$ cat src/xm_config.svh
// ~~~~~~~~~~~~~~~~~~~~~~~~~~~~~~~~~~~~~~
// build constants; timer ratio assumes a 50 kHz clock for sim
// ~~~~~~~~~~~~~~~~~~~~~~~~~~~~~~~~~~~~~~
`ifndef XM_CONFIG_SVH
`define XM_CONFIG_SVH

// tick rate is HZ_REDUCED ticks per CLK_REDUCED clocks
`define XM_TIMER_CLK_REDUCED 5          // clocks per reduced period
`define XM_TIMER_HZ_REDUCED  1          // ticks per reduced period

`define XM_WRMASK_RESET      4'b1111    // all nibbles written

`endif

$ cat src/xm_types_pkg.sv
// ~~~~~~~~~~~~~~~~~~~~~~~~~~~~~~~~~~~~~~
// every register and memory word is 16 bits
// ~~~~~~~~~~~~~~~~~~~~~~~~~~~~~~~~~~~~~~
package xm_types_pkg;

    typedef logic [7:0]  byte_t;    // host bus byte
    typedef logic [15:0] word_t;    // register / memory data
    typedef logic [15:0] addr_t;    // VRAM and XR address
    typedef logic [6:0]  intr_t;    // one bit per interrupt source
    typedef logic [3:0]  wrmask_t;  // nibble enables, bit 3 = top nibble

endpackage

$ cat src/xm_regmap_pkg.sv
// ~~~~~~~~~~~~~~~~~~~~~~~~~~~~~~~~~~~~~~
// register numbers 12..15 are unused and read as zero
// ~~~~~~~~~~~~~~~~~~~~~~~~~~~~~~~~~~~~~~
package xm_regmap_pkg;

    typedef enum logic [3:0] {
        SYS_CTRL = 4'd0,    // busy flag, write mask
        INT_CTRL = 4'd1,    // irq mask / clear / status
        TIMER    = 4'd2,    // tenth ms counter
        RD_XADDR = 4'd3,    // XR read address, odd write pre-reads
        WR_XADDR = 4'd4,    // XR write address
        XDATA    = 4'd5,    // XR data
        RD_INCR  = 4'd6,    // VRAM read step
        RD_ADDR  = 4'd7,    // VRAM read address, odd write pre-reads
        WR_INCR  = 4'd8,    // VRAM write step
        WR_ADDR  = 4'd9,    // VRAM write address
        DATA     = 4'd10,   // VRAM data
        DATA_2   = 4'd11    // alias of DATA
    } xm_reg_t;

    localparam int SYS_BUSY_BIT = 15;   // in SYS_CTRL readback

endpackage

$ cat src/bus_sync.sv
// ~~~~~~~~~~~~~~~~~~~~~~~~~~~~~~~~~~~~~~
// select low >= 6 clk and high >= 3 clk; pins settle before select falls
// ~~~~~~~~~~~~~~~~~~~~~~~~~~~~~~~~~~~~~~
`timescale 1ns/1ns

module bus_sync (
    input  logic                   clk,
    input  logic                   reset_i,
    input  logic                   bus_cs_n_i,       // async select, active low
    input  logic                   bus_rd_nwr_i,     // 1 = read
    input  xm_regmap_pkg::xm_reg_t bus_reg_num_i,
    input  logic                   bus_bytesel_i,    // 0 = high byte
    input  xm_types_pkg::byte_t    bus_data_i,
    output logic                   wr_strobe_o,      // one clk per write select
    output logic                   rd_strobe_o,      // one clk per read select
    output xm_regmap_pkg::xm_reg_t reg_num_o,        // held until next select
    output logic                   bytesel_o,
    output xm_types_pkg::byte_t    data_byte_o
);
    import xm_types_pkg::*;
    import xm_regmap_pkg::*;

    logic [2:0]     cs_sync;        // two sync stages plus previous value
    logic [1:0]     rd_sync;
    logic [1:0]     bytesel_sync;
    xm_reg_t [1:0]  reg_sync;
    byte_t [1:0]    data_sync;
    logic           cs_fall;

    assign cs_fall = cs_sync[2] && !cs_sync[1];    // synced select just went low

    always_ff @(posedge clk) begin
        rd_sync      <= {rd_sync[0], bus_rd_nwr_i};
        bytesel_sync <= {bytesel_sync[0], bus_bytesel_i};
        reg_sync[0]  <= bus_reg_num_i;
        reg_sync[1]  <= reg_sync[0];
        data_sync[0] <= bus_data_i;
        data_sync[1] <= data_sync[0];
        if (cs_fall) begin
            data_byte_o <= data_sync[1];    // write byte, stable by now
        end
    end

    always_ff @(posedge clk) begin
        if (reset_i) begin
            cs_sync     <= 3'b111;          // idle = deselected
            wr_strobe_o <= 1'b0;
            rd_strobe_o <= 1'b0;
            reg_num_o   <= SYS_CTRL;
            bytesel_o   <= 1'b0;
        end else begin
            cs_sync     <= {cs_sync[1:0], bus_cs_n_i};
            wr_strobe_o <= cs_fall && !rd_sync[1];
            rd_strobe_o <= cs_fall && rd_sync[1];
            if (cs_fall) begin
                reg_num_o <= reg_sync[1];
                bytesel_o <= bytesel_sync[1];
            end
        end
    end

    // at most one strobe, and never two host accesses in back-to-back cycles
    a_strobe_single : assert property (@(posedge clk) disable iff (reset_i)
        (wr_strobe_o || rd_strobe_o) |-> !(wr_strobe_o && rd_strobe_o)
            ##1 !(wr_strobe_o || rd_strobe_o));

endmodule

$ cat src/tenth_ms_timer.sv
// ~~~~~~~~~~~~~~~~~~~~~~~~~~~~~~~~~~~~~~
// count wraps at 16 bits; rate set by the ratio in xm_config.svh
// ~~~~~~~~~~~~~~~~~~~~~~~~~~~~~~~~~~~~~~
`timescale 1ns/1ns
`include "xm_config.svh"

module tenth_ms_timer (
    input  logic                clk,
    input  logic                reset_i,
    output xm_types_pkg::word_t timer_o    // free-running tick count
);
    import xm_types_pkg::*;

    localparam int FRAC_BITS = $clog2(`XM_TIMER_CLK_REDUCED) + 1;  // room for sign

    logic signed [FRAC_BITS-1:0] frac;     // fractional tick accumulator
    word_t                       count;
    logic                        tick;

    assign tick    = !frac[FRAC_BITS-1];   // accumulator went non-negative
    assign timer_o = count;

    always_ff @(posedge clk) begin
        if (reset_i) begin
            frac  <= '0;
            count <= '0;
        end else if (tick) begin
            // pay back one whole period on every tick
            frac  <= frac + FRAC_BITS'(`XM_TIMER_HZ_REDUCED - `XM_TIMER_CLK_REDUCED);
            count <= count + 16'd1;
        end else begin
            frac  <= frac + FRAC_BITS'(`XM_TIMER_HZ_REDUCED);
        end
    end

endmodule

$ cat src/xm_mem_port.sv
// ~~~~~~~~~~~~~~~~~~~~~~~~~~~~~~~~~~~~~~
// host must poll busy; a trigger while busy is ignored
// ~~~~~~~~~~~~~~~~~~~~~~~~~~~~~~~~~~~~~~
`timescale 1ns/1ns

module xm_mem_port #(
    parameter bit                     HAS_INCR     = 1'b1,   // 0 = step of one
    parameter xm_regmap_pkg::xm_reg_t RD_ADDR_REG  = xm_regmap_pkg::RD_ADDR,
    parameter xm_regmap_pkg::xm_reg_t WR_ADDR_REG  = xm_regmap_pkg::WR_ADDR,
    parameter xm_regmap_pkg::xm_reg_t RD_INCR_REG  = xm_regmap_pkg::RD_INCR,
    parameter xm_regmap_pkg::xm_reg_t WR_INCR_REG  = xm_regmap_pkg::WR_INCR,
    parameter xm_regmap_pkg::xm_reg_t DATA_REG     = xm_regmap_pkg::DATA,
    parameter xm_regmap_pkg::xm_reg_t DATA_ALT_REG = xm_regmap_pkg::DATA_2
) (
    input  logic                   clk,
    input  logic                   reset_i,
    input  logic                   wr_strobe_i,
    input  logic                   rd_strobe_i,
    input  xm_regmap_pkg::xm_reg_t reg_num_i,
    input  logic                   bytesel_i,
    input  xm_types_pkg::byte_t    data_byte_i,
    input  logic                   ack_i,       // only while sel_o high
    input  xm_types_pkg::word_t    mem_data_i,
    output logic                   sel_o,
    output logic                   wr_o,
    output xm_types_pkg::addr_t    addr_o,
    output xm_types_pkg::word_t    data_o,
    output logic                   busy_o,
    output xm_types_pkg::word_t    rd_word_o    // zero outside own registers
);
    import xm_types_pkg::*;
    import xm_regmap_pkg::*;

    typedef enum logic [2:0] {ST_IDLE, ST_READ, ST_WRITE, ST_RINC, ST_WINC} state_t;

    state_t state;
    addr_t  rd_addr;
    addr_t  wr_addr;
    word_t  rd_incr;
    word_t  wr_incr;
    word_t  rd_data;        // last word fetched
    byte_t  data_even;      // high byte of pending write
    word_t  rd_step;
    word_t  wr_step;
    logic   is_data;
    logic   start_rd;
    logic   start_wr;

    assign is_data  = (reg_num_i == DATA_REG) || (reg_num_i == DATA_ALT_REG);
    assign rd_step  = HAS_INCR ? rd_incr : 16'd1;
    assign wr_step  = HAS_INCR ? wr_incr : 16'd1;
    // odd byte write of read addr, or odd byte read of data, fetches ahead
    assign start_rd = (state == ST_IDLE) && bytesel_i &&
                      ((wr_strobe_i && reg_num_i == RD_ADDR_REG) || (rd_strobe_i && is_data));
    assign start_wr = (state == ST_IDLE) && bytesel_i && wr_strobe_i && is_data;

    assign sel_o  = (state == ST_READ) || (state == ST_WRITE);
    assign wr_o   = (state == ST_WRITE);
    assign busy_o = (state != ST_IDLE);     // covers the address step too

    always_ff @(posedge clk) begin
        if (wr_strobe_i && !bytesel_i && is_data) begin
            data_even <= data_byte_i;
        end
        if (start_rd) begin
            addr_o <= wr_strobe_i ? {rd_addr[15:8], data_byte_i} : rd_addr;
        end
        if (start_wr) begin
            addr_o <= wr_addr;
            data_o <= {data_even, data_byte_i};
        end
    end

    always_ff @(posedge clk) begin
        if (reset_i) begin
            state   <= ST_IDLE;
            rd_addr <= '0;
            wr_addr <= '0;
            rd_incr <= '0;
            wr_incr <= '0;
            rd_data <= '0;
        end else begin
            case (state)
                ST_READ: begin
                    if (ack_i) begin
                        rd_data <= mem_data_i;
                        state   <= ST_RINC;
                    end
                end
                ST_WRITE: begin
                    if (ack_i) begin
                        state <= ST_WINC;
                    end
                end
                ST_RINC: begin
                    rd_addr <= rd_addr + rd_step;
                    state   <= ST_IDLE;
                end
                ST_WINC: begin
                    wr_addr <= wr_addr + wr_step;
                    state   <= ST_IDLE;
                end
                default: begin
                    if (start_rd) begin
                        state <= ST_READ;
                    end else if (start_wr) begin
                        state <= ST_WRITE;
                    end
                end
            endcase
            if (wr_strobe_i) begin                  // byte writes, even = high half
                if (reg_num_i == RD_ADDR_REG) begin
                    if (bytesel_i) rd_addr[7:0] <= data_byte_i;
                    else           rd_addr[15:8] <= data_byte_i;
                end else if (reg_num_i == WR_ADDR_REG) begin
                    if (bytesel_i) wr_addr[7:0] <= data_byte_i;
                    else           wr_addr[15:8] <= data_byte_i;
                end else if (HAS_INCR && reg_num_i == RD_INCR_REG) begin
                    if (bytesel_i) rd_incr[7:0] <= data_byte_i;
                    else           rd_incr[15:8] <= data_byte_i;
                end else if (HAS_INCR && reg_num_i == WR_INCR_REG) begin
                    if (bytesel_i) wr_incr[7:0] <= data_byte_i;
                    else           wr_incr[15:8] <= data_byte_i;
                end
            end
        end
    end

    always_comb begin
        rd_word_o = '0;
        if (reg_num_i == RD_ADDR_REG)                  rd_word_o = rd_addr;
        else if (reg_num_i == WR_ADDR_REG)             rd_word_o = wr_addr;
        else if (HAS_INCR && reg_num_i == RD_INCR_REG) rd_word_o = rd_incr;
        else if (HAS_INCR && reg_num_i == WR_INCR_REG) rd_word_o = wr_incr;
        else if (is_data)                              rd_word_o = rd_data;
    end

    // memory side: ack only answers a live select
    a_ack_in_sel : assert property (@(posedge clk) disable iff (reset_i) ack_i |-> sel_o);

endmodule

$ cat src/xm_ctrl_regs.sv
// ~~~~~~~~~~~~~~~~~~~~~~~~~~~~~~~~~~~~~~
// port read words are ORed, so each port must return zero when not addressed
// ~~~~~~~~~~~~~~~~~~~~~~~~~~~~~~~~~~~~~~
`timescale 1ns/1ns
`include "xm_config.svh"

module xm_ctrl_regs (
    input  logic                   clk,
    input  logic                   reset_i,
    input  logic                   wr_strobe_i,
    input  logic                   rd_strobe_i,
    input  xm_regmap_pkg::xm_reg_t reg_num_i,
    input  logic                   bytesel_i,
    input  xm_types_pkg::byte_t    data_byte_i,
    input  xm_types_pkg::word_t    timer_i,
    input  logic                   vram_busy_i,
    input  logic                   xr_busy_i,
    input  xm_types_pkg::word_t    vram_rd_word_i,
    input  xm_types_pkg::word_t    xr_rd_word_i,
    input  xm_types_pkg::intr_t    intr_status_i,   // pending irqs
    output xm_types_pkg::wrmask_t  wrmask_o,        // VRAM nibble mask
    output xm_types_pkg::intr_t    intr_mask_o,
    output xm_types_pkg::intr_t    intr_clear_o,    // one clk pulse
    output xm_types_pkg::byte_t    bus_data_o
);
    import xm_types_pkg::*;
    import xm_regmap_pkg::*;

    byte_t timer_lo;        // low byte frozen on high byte read
    word_t rd_word;

    always_ff @(posedge clk) begin
        if (reset_i) begin
            wrmask_o     <= `XM_WRMASK_RESET;
            intr_mask_o  <= '0;
            intr_clear_o <= '0;
            timer_lo     <= '0;
        end else begin
            intr_clear_o <= '0;
            if (wr_strobe_i && reg_num_i == SYS_CTRL && bytesel_i) begin
                wrmask_o <= data_byte_i[3:0];
            end
            if (wr_strobe_i && reg_num_i == INT_CTRL) begin
                if (bytesel_i) intr_clear_o <= data_byte_i[6:0];
                else           intr_mask_o  <= data_byte_i[6:0];
            end
            if (rd_strobe_i && !bytesel_i) begin    // any even read, not just TIMER
                timer_lo <= timer_i[7:0];
            end
        end
    end

    always_comb begin
        rd_word = vram_rd_word_i | xr_rd_word_i;
        case (reg_num_i)
            SYS_CTRL: begin
                rd_word               = '0;
                rd_word[SYS_BUSY_BIT] = vram_busy_i || xr_busy_i;
                rd_word[3:0]          = wrmask_o;
            end
            INT_CTRL: rd_word = {1'b0, intr_mask_o, 1'b0, intr_status_i};
            TIMER:    rd_word = {timer_i[15:8], timer_lo};
            default:  ;
        endcase
    end

    assign bus_data_o = bytesel_i ? rd_word[7:0] : rd_word[15:8];

endmodule

$ cat src/xm_reg_interface.sv
// ~~~~~~~~~~~~~~~~~~~~~~~~~~~~~~~~~~~~~~
// clk must be > 2x the host bus rate; one access per port in flight
// ~~~~~~~~~~~~~~~~~~~~~~~~~~~~~~~~~~~~~~
`timescale 1ns/1ns

module xm_reg_interface (
    input  logic                   clk,
    input  logic                   reset_i,
    input  logic                   bus_cs_n_i,
    input  logic                   bus_rd_nwr_i,
    input  xm_regmap_pkg::xm_reg_t bus_reg_num_i,
    input  logic                   bus_bytesel_i,
    input  xm_types_pkg::byte_t    bus_data_i,
    output xm_types_pkg::byte_t    bus_data_o,
    output logic                   vram_sel_o,
    output logic                   vram_wr_o,
    output xm_types_pkg::wrmask_t  vram_wrmask_o,
    output xm_types_pkg::addr_t    vram_addr_o,
    output xm_types_pkg::word_t    vram_data_o,
    input  logic                   vram_ack_i,
    input  xm_types_pkg::word_t    vram_data_i,
    output logic                   xr_sel_o,
    output logic                   xr_wr_o,
    output xm_types_pkg::addr_t    xr_addr_o,
    output xm_types_pkg::word_t    xr_data_o,
    input  logic                   xr_ack_i,
    input  xm_types_pkg::word_t    xr_data_i,
    input  xm_types_pkg::intr_t    intr_status_i,
    output xm_types_pkg::intr_t    intr_mask_o,
    output xm_types_pkg::intr_t    intr_clear_o
);
    import xm_types_pkg::*;
    import xm_regmap_pkg::*;

    logic    wr_strobe;
    logic    rd_strobe;
    xm_reg_t reg_num;
    logic    bytesel;
    byte_t   data_byte;
    word_t   timer;
    logic    vram_busy;
    logic    xr_busy;
    word_t   vram_rd_word;
    word_t   xr_rd_word;

    bus_sync u_bus_sync (
        .clk, .reset_i, .bus_cs_n_i, .bus_rd_nwr_i, .bus_reg_num_i, .bus_bytesel_i,
        .bus_data_i, .wr_strobe_o(wr_strobe), .rd_strobe_o(rd_strobe),
        .reg_num_o(reg_num), .bytesel_o(bytesel), .data_byte_o(data_byte));

    tenth_ms_timer u_timer (.clk, .reset_i, .timer_o(timer));

    xm_mem_port #(.HAS_INCR(1'b1), .RD_ADDR_REG(RD_ADDR), .WR_ADDR_REG(WR_ADDR),
                  .RD_INCR_REG(RD_INCR), .WR_INCR_REG(WR_INCR),
                  .DATA_REG(DATA), .DATA_ALT_REG(DATA_2)) u_vram_port (
        .clk, .reset_i, .wr_strobe_i(wr_strobe), .rd_strobe_i(rd_strobe),
        .reg_num_i(reg_num), .bytesel_i(bytesel), .data_byte_i(data_byte),
        .ack_i(vram_ack_i), .mem_data_i(vram_data_i), .sel_o(vram_sel_o),
        .wr_o(vram_wr_o), .addr_o(vram_addr_o), .data_o(vram_data_o),
        .busy_o(vram_busy), .rd_word_o(vram_rd_word));

    // XR steps by one, incr register numbers are ignored here
    xm_mem_port #(.HAS_INCR(1'b0), .RD_ADDR_REG(RD_XADDR), .WR_ADDR_REG(WR_XADDR),
                  .RD_INCR_REG(RD_INCR), .WR_INCR_REG(WR_INCR),
                  .DATA_REG(XDATA), .DATA_ALT_REG(XDATA)) u_xr_port (
        .clk, .reset_i, .wr_strobe_i(wr_strobe), .rd_strobe_i(rd_strobe),
        .reg_num_i(reg_num), .bytesel_i(bytesel), .data_byte_i(data_byte),
        .ack_i(xr_ack_i), .mem_data_i(xr_data_i), .sel_o(xr_sel_o),
        .wr_o(xr_wr_o), .addr_o(xr_addr_o), .data_o(xr_data_o),
        .busy_o(xr_busy), .rd_word_o(xr_rd_word));

    xm_ctrl_regs u_ctrl_regs (
        .clk, .reset_i, .wr_strobe_i(wr_strobe), .rd_strobe_i(rd_strobe),
        .reg_num_i(reg_num), .bytesel_i(bytesel), .data_byte_i(data_byte),
        .timer_i(timer), .vram_busy_i(vram_busy), .xr_busy_i(xr_busy),
        .vram_rd_word_i(vram_rd_word), .xr_rd_word_i(xr_rd_word), .intr_status_i,
        .wrmask_o(vram_wrmask_o), .intr_mask_o, .intr_clear_o, .bus_data_o);

endmodule

$ cat config.mk
export PLATFORM = sky130hd
export DESIGN_NAME = xm_reg_interface
export DESIGN_NICKNAME = d
export VERILOG_FILES = /design/src/xm_types_pkg.sv /design/src/xm_regmap_pkg.sv /design/src/bus_sync.sv /design/src/tenth_ms_timer.sv /design/src/xm_mem_port.sv /design/src/xm_ctrl_regs.sv /design/src/xm_reg_interface.sv
export VERILOG_INCLUDE_DIRS = /design/src
export SDC_FILE = /design/constraint.sdc
export NUM_CORES = 1
export LEC_CHECK = 0
export ABC_CLOCK_PERIOD_IN_PS = 6400
export BUFFER_PORTS_ARGS = -buffer_cell sky130_fd_sc_hd__buf_2
export CAP_MARGIN = 20
export CORE_UTILIZATION = 35
export DETAILED_ROUTE_END_ITERATION = 16
export HOLD_SLACK_MARGIN = 0.1
export PLACE_DENSITY = 0.49
export SYNTH_ARGS = -nofsm -noshare
export SYNTH_HDL_FRONTEND = slang
export SYNTH_SLANG_ARGS = --single-unit
$ cat constraint.sdc
create_clock -name clk -period 6.4 [get_ports clk]
set_clock_uncertainty 0.05 [all_clocks]
set_input_delay 0.32 -clock clk [delete_from_list [all_inputs] [get_ports clk]]
set_output_delay 0.32 -clock clk [all_outputs]
set_load 0.01 [all_outputs]
**Yosys cells after proc, flatten, opt, wreduce, memory -nomap -nowiden**

Index checks and enable logic that the tools add are counted.

- Register bits after elaboration: 306
- Bits in latches: 0
- Memory bits (writable): 0
- ROM bits: 0
- Bits of input ports: 58
- Output and inout bits: 94
- Word-level logic and storage cells: 173
- Memories kept: 0

- $add $sub $neg: 7
- $mul: 0
- Div/mod/pow operators: 0
- Order comparisons: 0
- Equal/unequal tests: 23
- Shifts and indexed selects: 0
- Muxes and demuxes: 49
- Bitwise operators: 6
- Reductions and logical operators: 52

Operators with widths:

| kind | count |
|---|---|
| $mux W16 | 26 |
| $mux W8 | 11 |
| $add A16 B1 Y16 const B | 3 |
| $pmux W16 S3 | 1 |
| $add A16 B16 Y16 | 2 |
| $mux W3 | 8 |
| $logic_and A1 B1 Y1 | 22 |
| $pmux W3 S3 | 2 |
| $eq A4 B3 Y1 const B | 4 |
| $eq A4 B4 Y1 const B | 4 |
| $or A16 B16 Y16 | 1 |
| $eq A3 B2 Y1 const B | 4 |
| $reduce_and A6 Y1 | 2 |
| $reduce_and A5 Y1 | 2 |
| $reduce_bool A5 Y1 | 2 |
| $eq A4 B2 Y1 const B | 2 |
| $eq A3 B1 Y1 const B | 2 |
| $eq A3 B3 Y1 const B | 2 |
| $logic_not A3 Y1 | 2 |
| $logic_or A1 B1 Y1 | 6 |
| $reduce_and A2 Y1 | 3 |
| $reduce_and A3 Y1 | 2 |
| $reduce_bool A3 Y1 | 2 |
| $not A1 Y1 | 5 |
| other kinds (11) | 17 |

**Depth between registers and ports, before layout**

Gate-level depths: netlist (run 1).

- Word-level depth: 10
- Gate-level depth with buffers: 10
- Mapped depth without buffers: 9

**Modules after synthesis**

Synthesis (run 1) repeated with hierarchy kept, for this count alone.

- Cells, all modules: 1545
- Area, all modules: 14554.0 um^2

By module, submodules not included:

| module | times used | cells each | area each (um^2) | seq. area each (um^2) |
|---|---|---|---|---|
| xm_mem_port at u_vram_port | 1 | 778 | 6686.4 | 2862.7 |
| xm_mem_port at u_xr_port | 1 | 429 | 4299.1 | 2222.1 |
| xm_ctrl_regs | 1 | 177 | 1487.7 | 520.5 |
| bus_sync | 1 | 68 | 1188.6 | 1001.0 |
| tenth_ms_timer | 1 | 93 | 892.1 | 400.4 |

**Least setup slack after synthesis (run 1)**

Ideal clock, no wire load.

- Path type: register to register
- From: reg u_vram_port.rd_incr[0]
- To: reg u_vram_port.rd_addr[12]
- Library setup time: 0.135 ns
- Arrival time: 2.445 ns
- Data required time: 6.215 ns
- Slack: 3.770 ns
- Stages on the path, launching flop included: 10
- Buffers on the path: 0
- Period minus slack after synthesis: 2.630 ns
- Path through: dfxtp_1 -> ha_1 -> fa_1 -> a21o_1 -> a21oi_1 -> o21ai_0 -> a31oi_1 -> mux2_1 -> nor4_1 -> a311oi_1

- Longest elaborated chain between the ends: 5

Ends and longest elaborated chain:

| what | RTL line | text |
|---|---|---|
| start: declaration | xm_mem_port.sv:39 | `word_t rd_incr;` |
| start signal: assignment | xm_mem_port.sv:119 | `if (bytesel_i) rd_incr[7:0] <= data_byte_i;` |
| $add A16 B16 Y16 (*) | xm_mem_port.sv:96 | `rd_addr <= rd_addr + rd_step;` |
| $mux W16 (*) | xm_mem_port.sv:83 | `case (state)` |
| $mux W8 | xm_mem_port.sv:113 | `if (bytesel_i) rd_addr[7:0] <= data_byte_i;` |
| $mux W16 | xm_mem_port.sv:112 | `if (reg_num_i == RD_ADDR_REG) begin` |
| $mux W16 (*) | xm_mem_port.sv:111 | `if (wr_strobe_i) begin` |
| end signal: assignment | xm_mem_port.sv:96 |  |
| end signal: assignment | xm_mem_port.sv:114 | `else rd_addr[15:8] <= data_byte_i;` |
| end: declaration | xm_mem_port.sv:37 | `addr_t rd_addr;` |

Mark *: on every way between the ends. The rest lies on a longest branch, timed or not.
A chain may end at the register's enable or synchronous reset.

**Worst setup path in the final report (run 1)**

- From: reg u_bus_sync.reg_num_o[0]
- To: out bus_data_o[2]

- Longest elaborated chain between the ends: 10
- Elaborated cells on any way between the ends: 24
- Those cells by class: 11 x eq/ne; 10 x mux; 1 x bitwise; 2 x reduce/logical

Ends and longest elaborated chain:

| what | RTL line | text |
|---|---|---|
| start: declaration | bus_sync.sv:16 | `output xm_regmap_pkg::xm_reg_t reg_num_o,` |
| start signal: assignment | bus_sync.sv:56 | `reg_num_o <= reg_sync[1];` |
| $eq A4 B4 Y1 | xm_mem_port.sv:49 | `assign is_data = (reg_num_i == DATA_REG) \|\| (reg_num_i == DATA_ALT_REG);` |
| $logic_or A1 B1 Y1 | xm_mem_port.sv:49 |  |
| $mux W16 | xm_mem_port.sv:135 | `else if (is_data) rd_word_o = rd_data;` |
| $mux W16 | xm_mem_port.sv:134 | `else if (HAS_INCR && reg_num_i == WR_INCR_REG) rd_word_o = wr_incr;` |
| $mux W16 | xm_mem_port.sv:133 | `else if (HAS_INCR && reg_num_i == RD_INCR_REG) rd_word_o = rd_incr;` |
| $mux W16 | xm_mem_port.sv:132 | `else if (reg_num_i == WR_ADDR_REG) rd_word_o = wr_addr;` |
| $mux W16 | xm_mem_port.sv:131 | `if (reg_num_i == RD_ADDR_REG) rd_word_o = rd_addr;` |
| $or A16 B16 Y16 | xm_ctrl_regs.sv:54 | `rd_word = vram_rd_word_i \| xr_rd_word_i;` |
| $pmux W16 S3 (*) | xm_ctrl_regs.sv:55 | `case (reg_num_i)` |
| $mux W8 (*) | xm_ctrl_regs.sv:67 | `assign bus_data_o = bytesel_i ? rd_word[7:0] : rd_word[15:8];` |
| end: declaration | xm_reg_interface.sv:14 | `output xm_types_pkg::byte_t bus_data_o,` |

Marks and branches as above.

==> impl_metrics.json, run 1 <==
{
  "num_rows": 73,
  "io_buffers": 151,
  "gp_congestion": 0.962,
  "synth_edf_count": 88,
  "worstSetupStartpoint": "u_bus_sync.reg_num_o[0]",
  "met3_usage_pct": 3.09,
  "end_kind": "primary output",
  "tritoncts": "built",
  "tns_ns": 0,
  "area_growth_pct": 19.7,
  "hp-start": "reset_i",
  "initial_core_util_pct": 35.7,
  "hold_slack_ns": 0.236,
  "grt_pass1_wl_mm": 73.6,
  "drc": 0,
  "routed-via-count": 12300,
  "ys_ff_latch": 306,
  "die_area_um2": 41600,
  "grt_max_degree": 111,
  "power_density_nw_per_um2": 246,
  "gr-usage-met1_pct": 33.0,
  "slew_headroom_pct": 26.1,
  "clk_pin_slew_ns": 0.06,
  "ant_nets": 0,
  "cp_cell_sequence": "buf_4, nand2_1, nor2_1, a222oi_1, o21ai_0, o21ai_0, o21ai_0, buf_2",
  "via_per_inst": 5.36,
  "worstPathArrival_ns": 3.78,
  "max_freq_mhz": 241,
  "post_cts_buffers": 0,
  "p_sw_uw": 947,
  "synth_top_family_by_area": "simple AND/OR/NAND/NOR gates",
  "cts_resized": 0,
  "final.setup.worst_slack_ns": 2.25,
  "placedCellCount": 2180,
  "grt_pass1_vias": 11600,
  "drive_gt1_share_pct": 15.1,
  "synth_warnings": 0,
  "start_kind": "flop",
  "p_leak_uw": 0.00639,
  "drv_cap": 0,
  "status": "complete, no violations",
  "reg2reg_from": "u_bus_sync.reg_num_o[0]",
  "drt_first_pass_iters": 9,
  "nNetsFinal": 1836,
  "path_buf_inv": 2,
  "grt_usage_pct": 23.7,
  "synth_cells": 1595,
  "crit_top_cell": "o21ai_0",
  "critPathKind": "reg2out",
  "syn_area_per_cell_um2": 8.95,
  "finalMaxSlewViolations": 0,
  "gr-max-usage-layer": "met2",
  "final.min_clock_period_ns": 4.15,
  "clkLatencyLatePin_ns": 0.55,
  "yosys.area_share.simple_pct": 19.4,
  "cpPeakStageDelay_ns": 0.92,
  "io_pins": 152,
  "worstPathRequired_ns": 6.03,
  "die_h_um": 204,
  "ys_types": 70,
  "avgRoutedWirePerCell_um": 21.5,
  "finalCritPeriodShare_pct": 64.9,
  "synth_ff_type": "dfxtp_1",
  "clock-sinks": 306,
  "cp_top_family": "simple AND/OR/NAND/NOR gates",
  "seqPwrFrac_pct": 48.2,
  "synthArstFlopShare_pct": 0,
  "synth_compound_area_share_pct": 16.7,
  "synth-seq-area-share_pct": 49.1,
  "p_sw_share_pct": 22.6,
  "p_comb_share_pct": 3.8,
  "cts_buffers": 36,
  "diodes": 0,
  "core-area_um2": 40000,
  "crit_fanout": 22,
  "synth_area_um2": 14300,
  "ir_worst_vdd_mv": 0.179,
  "tightest_slew_ns": 1.10,
  "place_hpwl_mm": 34.5,
  "setup_violations": 0,
  "final_cells": 2292,
  "clockBufferDepth": 3,
  "min_path_type": "in2reg",
  "internal-power_uw": 3250,
  "cp_slowest_cell": "nor2_1",
  "synthMuxAreaShare_pct": 4.07,
  "overflow": 0,
  "hold_violations": 0,
  "htreeDepth": 2,
  "synth_xor_area_share_pct": 3.93,
  "synthAdderAreaFrac_pct": 3.26,
  "drtIter0Drc": 1171,
  "cts_hold_buf": 49,
  "grtUsageMet2_pct": 37.3,
  "pre_cts_ws_ns": 2.92,
  "rsz0062_at_grt": "no",
  "syn_nets": 1689,
  "die_x_um": 204,
  "root_buffer": "clkbuf_16",
  "clockPowerShare_pct": 48.1,
  "drt-total-wl_mm": 49.3,
  "antenna_found_initial": 0,
  "final_util_pct": 42.7
}
[power by group through the flow]
stage / logic, uW / registers [uW] / clock network (uW)
finish: 158 / 2020 / 2020
global route: 171 / 2020 / 2150
CTS: 157 / 2020 / 2060
detailed placement: 134 / 2060 / 0
global placement: 134 / 2060 / 0
floorplan: 79.9 / 2050 / 0
[cell usage after synthesis (all sizes together), types with 3 or more instances]
cell type / n / area share [%]
o21a: 3 / 0.16
o21bai: 9 / 0.47
nor4: 9 / 0.39
and2: 14 / 0.61
a211o: 5 / 0.31
a22oi: 18 / 0.95
ha: 34 / 3.0
and4: 4 / 0.25
a21oi: 140 / 4.9
or3: 6 / 0.30
buf: 29 / 0.94
nor3b: 3 / 0.19
o21ai: 67 / 2.4
clkbuf: 84 / 2.2
nand4: 7 / 0.31
o211ai: 7 / 0.37
nand2b: 14 / 0.67
a311oi: 18 / 1.1
nand2: 259 / 6.8
a22o: 9 / 0.55
o22ai: 4 / 0.18
a211oi: 48 / 2.5
xnor2: 31 / 1.9
a21o: 8 / 0.42
a222oi: 7 / 0.49
nand3: 64 / 2.2
edfxtp: 88 / 19
mux2: 16 / 1.3
mux2i: 40 / 2.8
xor2: 33 / 2.0
nor2b: 11 / 0.48
or2: 4 / 0.18
a221oi: 6 / 0.41
and3: 17 / 0.74
nor2: 189 / 5.0
inv: 15 / 0.39
nor3: 20 / 0.70
a31oi: 7 / 0.31
dfxtp: 218 / 31
a32oi: 5 / 0.31
[per-layer routing]
| metal | part of all wire, % | wire, um | up-vias |
|---|---|---|---|
| li1 | - | - | 5952 |
| met1 | 46 | 22800 | 5840 |
| met2 | 45 | 22000 | 407 |
| met3 | 5.8 | 2840 | 87 |
| met4 | 3.3 | 1650 | 0 |
| met5 | 0 | 0 | - |
[cell usage in the layout (no fill, tap or decap), types with 15 or more instances in the layout]
master	instances
nand2_1	259
dfxtp_1	217
nor2_1	185
buf_2	150
a21oi_1	139
edfxtp_1	88
o21ai_0	66
nand3_1	64
dlygate4sd3_1	49
a211oi_1	48
mux2i_1	40
clkbuf_16	37
ha_1	34
xor2_1	33
xnor2_1	31
buf_4	21
a22oi_1	18
nor3_1	18
a311oi_1	18
and3_1	17
mux2_2	15
[per-stage QoR]
step / area, um2 / power (uW)
after floorplan: 14300 / 2130
after global placement: 15400 / 2200
after detailed placement: 15400 / 2200
after CTS: 17100 / 4240
after global routing: 17100 / 4350
final: 17100 / 4200
[state kept, by name (all words and copies together), names as in the netlist, 16 cells and up]
name,cells
u_vram_port.rd_data,16
u_bus_sync.data_sync,16
u_vram_port.wr_addr,16
u_vram_port.rd_addr,16
u_xr_port.addr_o,16
u_xr_port.data_o,16
u_vram_port.addr_o,16
u_xr_port.wr_addr,16
u_vram_port.rd_incr,16
u_timer.timer_o,16
u_vram_port.data_o,16
u_xr_port.rd_addr,16
u_xr_port.rd_data,16
u_vram_port.wr_incr,16
[cell families after synthesis]
group           count (synthesis)
simple gates                  629
compound gates                375
flops                         306
buf+inv                       129
xor+xnor                       64
mux                            56
fa+ha+maj                      36
[layout make-up]
type                       instances  area [um2]
sequential                       306        7010
timing repair buffer             222        1430
multi-input combinational       1160        6780
fill                            4004       22900
clock inverter                    15         119
inverter                          16        60.1
clock buffer                      48        1040
tap                              525         657
[path summary, 6_finish.rpt]
kind | to | slack [ns] | depth (start not counted)
setup reg to reg | u_vram_port.addr_o[2] | 2.82 | 6
hold reg to reg | u_bus_sync.data_sync[10] | 0.28 | 0
hold / removal | u_ctrl_regs.timer_lo[5] | 0.24 | 2
setup / recovery | bus_data_o[2] | 2.25 | 8
No activity file was read; power rests on OpenSTA's default activity.
==> run 2, diff against run 1 <==
--- a/config.mk
+++ b/config.mk
@@ -6,7 +6,8 @@
 export SDC_FILE = /design/constraint.sdc
 export NUM_CORES = 1
 export LEC_CHECK = 0
-export ABC_CLOCK_PERIOD_IN_PS = 6400
+export ABC_AREA = 1
+export ABC_CLOCK_PERIOD_IN_PS = 4200
 export BUFFER_PORTS_ARGS = -buffer_cell sky130_fd_sc_hd__buf_2
 export CAP_MARGIN = 20
 export CORE_UTILIZATION = 35
==> constraint.sdc (replaced) <==
create_clock -name clk -period 4.2 [get_ports clk]
set_clock_uncertainty 0.05 [all_clocks]
set_input_delay 0.21 -clock clk [delete_from_list [all_inputs] [get_ports clk]]
set_output_delay 0.21 -clock clk [all_outputs]
set_load 0.01 [all_outputs]
==> impl_metrics.json, run 2 <==
{
  "ys_types": 43,
  "netlist_top_cells_area": "dfxtp_1, edfxtp_1, nand2_1, o21ai_0, inv_1",
  "drtIter0Drc": 1141,
  "layout_common_cells": "nand2_1, inv_1, o21ai_0",
  "avgRoutedWirePerCell_um": 19.7,
  "finalCritPeriodShare_pct": 76.0,
  "ant_nets": 0,
  "start_kind": "flop",
  "place_area_um2": 16000,
  "grt_pass1_vias": 12800,
  "drv_cap": 0,
  "ir_worst_vdd_mv": 0.231,
  "cpPeakStageDelay_ns": 0.42,
  "tritoncts": "built",
  "grt_usage_pct": 24.0,
  "drt_first_pass_iters": 8,
  "synth_edf_count": 88,
  "drc": 0,
  "cp_cell_sequence": "inv_1, nor2_4, nand2_1, o21ai_0, a21oi_1, nand3_1, o21ai_0, o21ai_0, buf_2",
  "power_density_nw_per_um2": 409,
  "synth_top_family_by_area": "simple AND/OR/NAND/NOR gates",
  "clockBufferDepth": 3,
  "hold_violations": 0,
  "cp_slowest_cell": "nand2_1",
  "syn_area_per_cell_um2": 7.65,
  "synthAdderAreaFrac_pct": 3.15,
  "ys_ff_latch": 306,
  "post_cts_buffers": 0,
  "synthMuxAreaShare_pct": 0,
  "die_h_um": 208,
  "overflow": 0,
  "clkLatencyLatePin_ns": 0.55,
  "synth-seq-area-share_pct": 47.4,
  "io_buffers": 151,
  "synth.top_cells.by_count": "nand2_1, inv_1, o21ai_0",
  "initial_core_util_pct": 35.8,
  "yosys.area_share.simple_pct": 22.0,
  "min_path_type": "in2reg",
  "end_kind": "primary output",
  "clk_pin_slew_ns": 0.06,
  "synth_xor_area_share_pct": 1.84,
  "syn_nets": 2028,
  "gp_congestion": 0.968,
  "worstPathArrival_ns": 2.93,
  "max_freq_mhz": 313,
  "area_growth_pct": 19.7,
  "num_rows": 74,
  "synth_warnings": 0,
  "cts_buffers": 37,
  "routed-via-count": 13800,
  "drt-total-wl_mm": 52.7,
  "clock-sinks": 306,
  "status": "complete, no violations",
  "synth.most_common_cell": "nand2_1",
  "slew_headroom_pct": 37.5,
  "htreeDepth": 2,
  "core-area_um2": 41300,
  "crit_fanout": 19,
  "antenna_found_initial": 2,
  "yosys.area.top_type": "dfxtp_1",
  "final.setup.worst_slack_ns": 1.01,
  "final-seq-area_um2": 7010,
  "pre_cts_ws_ns": 1.40,
  "io_pins": 152,
  "synthArstFlopShare_pct": 0,
  "via_per_inst": 5.18,
  "rsz0062_at_grt": "no",
  "setup_violations": 0,
  "placedCellCount": 2559,
  "cts_resized": 0,
  "grt_max_degree": 56,
  "root_buffer": "clkbuf_16",
  "nNetsFinal": 2208,
  "synth_area_um2": 14800,
  "tns_ns": 0,
  "diodes": 0,
  "final_cells": 2673,
  "drive_gt1_share_pct": 12.1,
  "multi_input_area_um2": 6470,
  "synth_ff_type": "dfxtp_1",
  "crit_top_cell": "o21ai_0",
  "synth_compound_area_share_pct": 16.8,
  "place_hpwl_mm": 39.6,
  "critPathKind": "reg2out",
  "final_area_um2": 17700,
  "p_leak_uw": 0.00760,
  "worstPathRequired_ns": 3.94,
  "finalPower_uw": 7240,
  "final_common_cell": "nand2_1",
  "die_area_um2": 43100,
  "tightest_slew_ns": 0.938,
  "grt_pass1_wl_mm": 78.5,
  "die_x_um": 208,
  "fillCellCount": 4284,
  "finalMaxSlewViolations": 0,
  "synth_top_area_share_pct": 29.5,
  "synth_cells": 1934,
  "final.min_clock_period_ns": 3.19
}
==> run 2: cell types whose count changed in the layout (fill, tap and decap cells not counted), sizes merged, moves of 16 or more <==
cell	delta
a22oi	-18
nand2	+114
and3	-17
inv	+247
nand3	+65
xnor2	-23
mux2	-16
a211oi	-40
o21ai	+155
a21oi	+20
mux2i	-40
==> run 2: power breakdown <==
part	internal, uW	total, uW	leakage, uW	switching [uW]
Sequential	3140	3250	0.00253	109
Combinational	258	789	0.00447	531
Clock	1900	3200	0.000597	1290
Total	5310	7240	0.00760	1930
==> run 2: per-stage QoR <==
stage / hold slack [ns] / utilization [%]
2_1_floorplan: 0.188 / -
3_3_place_gp: 0.262 / 38.8
3_5_place_dp: 0.264 / 38.8
4_1_cts: 0.154 / 42.9
5_1_grt: 0.219 / 42.9
6_report: 0.188 / 42.9
==> run 2: path summary, 6_finish.rpt <==
path / to / from / cells after the start / slack [ns]
worst max-delay path: bus_data_o[0] / u_bus_sync.reg_num_o[3] / 9 / 1.01
worst min register to register: u_bus_sync.rd_sync[1] / u_bus_sync.rd_sync[0] / 0 / 0.28
worst min-delay path: u_vram_port.state[1] / vram_ack_i / 5 / 0.19
worst max register to register: u_xr_port.addr_o[6] / u_bus_sync.wr_strobe_o / 5 / 1.38
==> run 2: repair_timing <==
item,in CTS,in global routing
hold endpoints to repair,48,0
hold buffers,48,0
endpoints found under the setup margin,0,0
==> run 2: cells by family (layout without fill, tap and decap cells) <==
logic type / after synthesis / in the layout
and+or+nand+nor: 765 / 765
AOI/OAI and AO/OA: 459 / 459
buffers and inverters: 337 / 544
DFF: 306 / 306
adders and majority gates: 36 / 36
xor gates and xnor gates: 31 / 31
==> run 2: per-layer routing <==
metal	routed length [um]	GRT usage (%)
met2	23600	37.8
met1	24100	33.5
met5	0	0
met4	1460	7.93
met3	3560	3.83
==> run 2: cell type report <==
cell class | instances | share of cell area (%)
Multi-Input combinational cell | 1291 | 36.6
Clock inverter | 19 | 1.15
Clock buffer | 47 | 5.72
Timing Repair Buffer | 215 | 7.66
Inverter | 263 | 5.58
Tap cell | 532 | 3.76
Sequential cell | 306 | 39.6
==> run 2: worst max-delay path: cells and delay by family (launching register included) <==
| kind | cells | cell delay, ns |
|---|---|---|
| AOI/OAI and AO/OA | 4 | 0.78 |
| buffers and inverters | 2 | 0.32 |
| DFF | 1 | 0.39 |
| and+or+nand+nor | 3 | 0.90 |
